--- src/include/dcache_cfg.svh ---
`ifndef DCACHE_CFG_SVH
`define DCACHE_CFG_SVH

// Cache and memory geometry
`define DC_ADDR_W  10     // Word address
`define DC_DATA_W  32
`define DC_SETS    32
`define DC_INDEX_W 5
`define DC_TAG_W   5      // ADDR_W - INDEX_W
`define DC_BYTES   4      // Byte lanes per word

`endif

--- src/dcache_pkg.sv ---
`default_nettype none
`include "dcache_cfg.svh"

package dcache_pkg;

    typedef enum logic [1:0] {
        OP_IDLE  = 2'd0,
        OP_READ  = 2'd1,
        OP_WRITE = 2'd2
    } cache_op_e;

    // Per-cycle decision of the cache
    typedef enum logic [1:0] {
        ACT_NONE  = 2'd0,
        ACT_HIT   = 2'd1,
        ACT_FILL  = 2'd2,
        ACT_EVICT = 2'd3
    } line_action_e;

    typedef struct packed {
        cache_op_e               op;
        logic [`DC_ADDR_W-1:0]   address;     // Tag high, index low
        logic [`DC_DATA_W-1:0]   write_data;
        logic [`DC_BYTES-1:0]    write_mask;  // Bit i enables byte i
    } cache_req_t;

    typedef struct packed {
        logic [`DC_ADDR_W-1:0]   address;
        logic [`DC_DATA_W-1:0]   data;
        logic                    done;        // Active low
    } writeback_t;

endpackage

`default_nettype wire

--- src/data_cache.sv ---
`timescale 1ns/1ps
`default_nettype none
`include "dcache_cfg.svh"

module data_cache (
    input  logic                   clk,
    input  logic                   reset,
    input  dcache_pkg::cache_req_t req,
    input  logic [`DC_DATA_W-1:0]  mem_data,
    output logic                   hit,
    output logic [`DC_DATA_W-1:0]  read_data,
    output dcache_pkg::writeback_t wb
);
    import dcache_pkg::*;

    localparam int WAYS = 2;
    localparam writeback_t WB_IDLE = '{address: '0, data: '0, done: 1'b1};

    logic [`DC_TAG_W-1:0]   tag_mem  [WAYS][`DC_SETS];
    logic [`DC_DATA_W-1:0]  data_mem [WAYS][`DC_SETS];
    logic [`DC_SETS-1:0]    valid    [WAYS];
    logic [`DC_SETS-1:0]    dirty    [WAYS];
    logic [`DC_SETS-1:0]    lru;               // Way to replace next

    logic [`DC_INDEX_W-1:0] index;
    logic [`DC_TAG_W-1:0]   tag;
    logic                   is_access;
    logic                   is_write;
    logic [WAYS-1:0]        way_hit;
    logic                   hit_way;
    logic                   victim;
    logic                   way_sel;
    logic [`DC_DATA_W-1:0]  line_data;
    logic [`DC_DATA_W-1:0]  merge_base;
    logic [`DC_DATA_W-1:0]  new_data;
    line_action_e           action;

    // Overwrite the enabled byte lanes of base
    function automatic logic [`DC_DATA_W-1:0] merge_bytes(
        input logic [`DC_DATA_W-1:0] base,
        input logic [`DC_DATA_W-1:0] data,
        input logic [`DC_BYTES-1:0]  mask
    );
        logic [`DC_DATA_W-1:0] merged;
        merged = base;
        for (int b = 0; b < `DC_BYTES; b++) begin
            if (mask[b]) begin
                merged[b*8 +: 8] = data[b*8 +: 8];
            end
        end
        return merged;
    endfunction

    assign index     = req.address[`DC_INDEX_W-1:0];
    assign tag       = req.address[`DC_ADDR_W-1:`DC_INDEX_W];
    assign is_write  = (req.op == OP_WRITE);
    assign is_access = (req.op == OP_READ) || is_write;

    always_comb begin
        for (int w = 0; w < WAYS; w++) begin
            way_hit[w] = valid[w][index] && (tag_mem[w][index] == tag);
        end
    end

    assign hit     = is_access && (|way_hit);
    assign hit_way = way_hit[1];

    // First invalid way, else the LRU way
    always_comb begin
        if (!valid[0][index]) begin
            victim = 1'b0;
        end else if (!valid[1][index]) begin
            victim = 1'b1;
        end else begin
            victim = lru[index];
        end
    end

    always_comb begin
        if (!is_access) begin
            action = ACT_NONE;
        end else if (|way_hit) begin
            action = ACT_HIT;
        end else if (valid[victim][index] && dirty[victim][index]) begin
            action = ACT_EVICT;
        end else begin
            action = ACT_FILL;
        end
    end

    assign way_sel   = (action == ACT_HIT) ? hit_way : victim;
    assign line_data = data_mem[way_sel][index];

    // Hit writes merge into the line, fills merge into the memory word
    assign merge_base = (action == ACT_HIT) ? line_data : mem_data;
    assign new_data   = is_write ? merge_bytes(merge_base, req.write_data, req.write_mask)
                                 : merge_base;

    always_ff @(posedge clk) begin
        if ((action == ACT_FILL) || (action == ACT_HIT && is_write)) begin
            data_mem[way_sel][index] <= new_data;
        end
        if (action == ACT_FILL) begin
            tag_mem[way_sel][index] <= tag;
        end
    end

    always_ff @(posedge clk or posedge reset) begin
        if (reset) begin
            valid     <= '{default: '0};
            dirty     <= '{default: '0};
            lru       <= '0;
            read_data <= '0;
            wb        <= WB_IDLE;
        end else begin
            read_data <= '0;
            wb        <= WB_IDLE;
            case (action)
                ACT_HIT: begin
                    lru[index] <= ~hit_way;         // Other way becomes LRU
                    if (is_write) begin
                        dirty[hit_way][index] <= 1'b1;
                    end else begin
                        read_data <= line_data;
                    end
                end
                ACT_FILL: begin
                    valid[victim][index] <= 1'b1;
                    dirty[victim][index] <= is_write;
                    lru[index]           <= ~victim;
                end
                ACT_EVICT: begin
                    // Victim stays valid and LRU, refilled next edge
                    wb.address           <= {tag_mem[victim][index], index};
                    wb.data              <= line_data;
                    wb.done              <= 1'b0;
                    dirty[victim][index] <= 1'b0;
                end
                default: begin
                end
            endcase
        end
    end

endmodule

`default_nettype wire

--- config.mk ---
export PLATFORM = sky130hd
export DESIGN_NAME = data_cache
export DESIGN_NICKNAME = d
export VERILOG_FILES = /design/src/dcache_pkg.sv /design/src/data_cache.sv
export VERILOG_INCLUDE_DIRS = /design/src /design/src/include
export SDC_FILE = /design/constraint.sdc
export NUM_CORES = 2
export LEC_CHECK = 0
export BUFFER_PORTS_ARGS = -buffer_cell sky130_fd_sc_hd__buf_4
export CORE_MARGIN = 4
export CORE_UTILIZATION = 45
export CTS_BUF_LIST = sky130_fd_sc_hd__clkbuf_4
export DETAILED_ROUTE_END_ITERATION = 16
export PLACE_DENSITY = 0.67
export SLEW_MARGIN = 20
export SYNTH_ARGS = -nofsm -noshare
export SYNTH_HDL_FRONTEND = slang
export SYNTH_SLANG_ARGS = --single-unit
export TNS_END_PERCENT = 1
--- constraint.sdc ---
create_clock -name clk -period 10 [get_ports clk]
set_input_delay 0.5 -clock clk [delete_from_list [all_inputs] [get_ports clk]]
set_output_delay 0.5 -clock clk [all_outputs]
set_load 0.01 [all_outputs]
==> results.md <==
* Status: finished, final reports clean
* Wire length per cell at 29.5 microns
* DR top layer: met5
* Die Wd at roughly 500 microns
* CTS Buf Count at between 600 and 700
* Worst path buffer plus inverter count at 8
* Clk_lat worst skew at about 1.4 ns
* Commonest cells after routing, fill and taps aside: 2368 x edfxtp_1, 984 x clkbuf_4, 929 x nand2_1
* RSZ-0062 raised after global routing: no
* Non-filler instance count after layout at 11.7k
* Initial Util at 45.4%
* Setup violations, final at 0
* GR Util All Layers at between 20% and 30%
* CTS clk-pin slew, worst paths at ~0.060 ns
* Clk_skew at roughly 0.18 ns
* Post-Route Setup TNS at 0 ns
* Clock Sinks at approximately 2.6k
* CP Launch Type: input pin
* CTS HTree Levels at 6
* Max Clk Rate at 112 MHz
* Largest stage delay, worst path at 0.88 ns
* Vias at 72.8k
* Lkg Pwr at about 43 nW
* Vias in the first global route at 71.3k
* M1 wire length at around 130000 microns
* Post-CTS sizing at 0
* Hold depth at 6
* DIE AREA at 249000 sq um
* Max-cap violations at 0
* WP data arrival at 9.90 ns
* CTS tree: built
* Die height at 499 microns
* Yosys warnings at 0
* Antenna-violating nets left at 0
* Share of layout cells above drive strength 1 at approximately 23%
* Routed WL at 345000 microns
* Site Rows at 179
* First-pass GRT wire length at slightly below 500000 microns
* Synth cell types at 76
* WP depth at 27
* Dpl hpwl at 208000 microns
* Vias per std cell at 6.23
* Predominant post-synthesis flop cell: edfxtp_1
* Largest net degree at the start of global routing at 105
* Worst path required time at 10.98 ns
* Rel. slew slack at 19.4%
* Post-synth EDFFs at roughly 2.4k
* Ys async rst share at 9.03%
* Worst Max-Slew Pin Slew at around 1.2 ns
* Maximum vdd drop at between 0.0001 and 0.00015 V
* Initial antenna violation count at 24
* Fin nets at approximately 8.1k
* Setup crit end kind: flop
* Minimum clock period at 8.92 ns
* Seq/Total Area, Yosys at between 70% and 80%
* RR Startpoint: lru[23]
* Initial DRC count at 10.4k
* Final Max Tran Viols at 0
* Core ar. at 239000 sq um
* Mapped cell area at 108000 sq um
* Drc violations at 0
* Crit-path max FO at 54
* Mean area per synthesized cell at 14.8 sq um
* Critical path class: input pin to flop
* Met3 Routed Length at 40500 microns
* Global route total overflow at 0
* Reg2reg setup slack at 1.10 ns
* Delay-heaviest family, CP: compound AO/OA/AOI/OAI gates
* Crit Reg-Reg Endpoint: data_mem[1][619]
* Root buffer selected by CTS: clkbuf_4
* Post-synthesis instance total at 7327
* Hold Crit Start: req[47]
* PortBufs at 157
* R2r worst-path depth at 25
* Seq cells post-synth at approximately 2.6k
* Drt pass-1 iters at 9
* Syn nets at 7414
* Gpl congestion at 0.945
* Pwr Density at 214 nW/um^2
* # IOs at 158
* Clock Tree Buf Depth at 4
* Slowest-stage cell, CP: nor4bb_1
* Final Cycle Share at 89.2%
* Final Hold Fails at 0
* Cell total after placement at between 10k and 15k
* Worst Hold Path EP: dirty[35]
* Wire length on met2 at 158000 microns
* Synth-to-Final Area Change at 15.1%
* CP dominant cell by count: buf_4
* Hold crit path type: input pin to flop
* Most common cell after layout, fill and taps aside: edfxtp_1
[stage by stage]
| stage | power (mW) | cell area (sq um) | setup WS (ns) | hold slack [ns] | util [%] |
|---|---|---|---|---|---|
| 2_1_floorplan | 16.0 | 108000 | 1.01 | 0.438 | - |
| 3_3_place_gp | 17.6 | 116000 | 0.841 | 0.454 | 48.5 |
| 3_5_place_dp | 17.7 | 116000 | 0.674 | 0.458 | 48.5 |
| 4_1_cts | 26.7 | 125000 | 1.32 | 0.00284 | 52.3 |
| 5_1_grt | 27.7 | 125000 | 0.931 | 0.0224 | 52.3 |
| 6_report | 26.7 | 125000 | 1.08 | 0.146 | 52.3 |
[layout make-up]
class | count | area [sq um]
fillers | 19578 | 114000
flip-flops and latches | 2603 | 77000
multi-input cells | 4200 | 30200
clock buffers | 984 | 7390
repair buffers | 561 | 5360
well taps | 3167 | 3960
clock inverters | 153 | 900
diodes | 13 | 32.5
inverters | 6 | 31.3
[routing by layer]
layer	global-route usage [%]	vias to the layer above
met5	0	-
met4	12.6	20
met3	6.65	935
met2	41.9	4978
met1	36.1	36499
li1	-	30359
[cell families after synthesis]
family / share of synthesized area (%)
and+or+nand+nor: 7.90
DFF: 71.0
AOI/OAI and AO/OA: 7.14
xor gates and xnor gates: 0.0404
muxes: 11.7
adders and majority gates: 0.0577
buffers and inverters: 2.19
[how the worst max path moves through the flow]
stage                  from          endpoint  slack, ns
floorplan           req[36]  data_mem[0][130]       1.01
global placement    req[36]  data_mem[0][619]       0.84
detailed placement  req[40]  data_mem[0][587]       0.67
CTS                 lru[23]  data_mem[1][619]       1.32
global route        lru[23]  data_mem[1][619]       0.93
finish              req[40]  data_mem[1][619]       1.08
[synthesized netlist by cell type, types with 6 or more instances]
| cell | n | area share, % |
|---|---|---|
| edfxtp_1 | 2368 | 66 |
| nand2_1 | 939 | 3.3 |
| mux2i_1 | 879 | 8.1 |
| nor2_1 | 362 | 1.3 |
| a21oi_1 | 274 | 1.3 |
| o22ai_1 | 270 | 1.6 |
| clkbuf_1 | 267 | 0.92 |
| dfrtp_1 | 234 | 5.4 |
| nand3_1 | 210 | 0.97 |
| buf_2 | 155 | 0.72 |
| mux2_2 | 149 | 1.5 |
| o21ai_0 | 121 | 0.56 |
| nand4_1 | 105 | 0.61 |
| a31oi_1 | 101 | 0.58 |
| mux4_2 | 96 | 2.0 |
| a22oi_1 | 88 | 0.61 |
| o21bai_1 | 65 | 0.45 |
| o221ai_1 | 64 | 0.52 |
| buf_1 | 52 | 0.18 |
| nor4_1 | 45 | 0.26 |
| and2_1 | 40 | 0.23 |
| and3_1 | 37 | 0.21 |
| a2111oi_0 | 31 | 0.25 |
| and4_1 | 30 | 0.24 |
| buf_4 | 30 | 0.21 |
| a211oi_1 | 28 | 0.19 |
| a221o_1 | 28 | 0.26 |
| nor3_1 | 27 | 0.12 |
| o2111ai_1 | 26 | 0.21 |
| nor4bb_1 | 23 | 0.21 |
| buf_6 | 14 | 0.15 |
| a32oi_1 | 11 | 0.089 |
| a41oi_1 | 11 | 0.089 |
| or4_1 | 9 | 0.062 |
| a222oi_1 | 8 | 0.074 |
| nor2b_1 | 8 | 0.046 |
| o21ai_1 | 8 | 0.037 |
| and3b_1 | 7 | 0.057 |
| nor3b_1 | 6 | 0.042 |
| nor4_2 | 6 | 0.069 |
| o211ai_1 | 6 | 0.042 |
| o22a_1 | 6 | 0.048 |
[where the power goes]
group / switching (mW) / leakage [nW] / internal (mW)
Clock: 4.28 / 4.97 / 4.74
Combinational: 3.17 / 14.0 / 1.74
Sequential: 0.250 / 24.3 / 12.5
Total: 7.70 / 43.3 / 19.0
[registers in the layout, summed over array words and instances, names as in the netlist]
signal	count
valid	64
lru	32
read_data	32
wb	43
data_mem	2048
dirty	64
tag_mem	320
[worst reg2reg max path: stages, from the launching register on]
cell and delay (ns):
dfrtp_1 0.37, mux4_2 0.46, a22oi_1 0.36, nand4_1 0.26, o21ai_4 0.77, buf_4 0.40
nand2_1 0.09, a32oi_1 0.27, nand4_1 0.13, o211ai_1 0.18, nand2_1 0.11, a2111oi_2 0.48
o21ba_1 0.21, ha_1 0.18, o2111ai_2 0.22, o31ai_4 0.75, buf_12 0.29, buf_12 0.25
buf_4 0.36, mux2i_1 0.24, o22ai_1 0.11, nor4bb_1 0.88, buf_4 0.27, and4_1 0.26
o21ai_4 0.24, buf_4 0.34
[what timing repair did]
action                    in CTS  in global routing
hold endpoints to repair    1887                  0
setup buffers                  0                  0
hold buffers                  68                  0
Power figures use the tool's default switching activity.
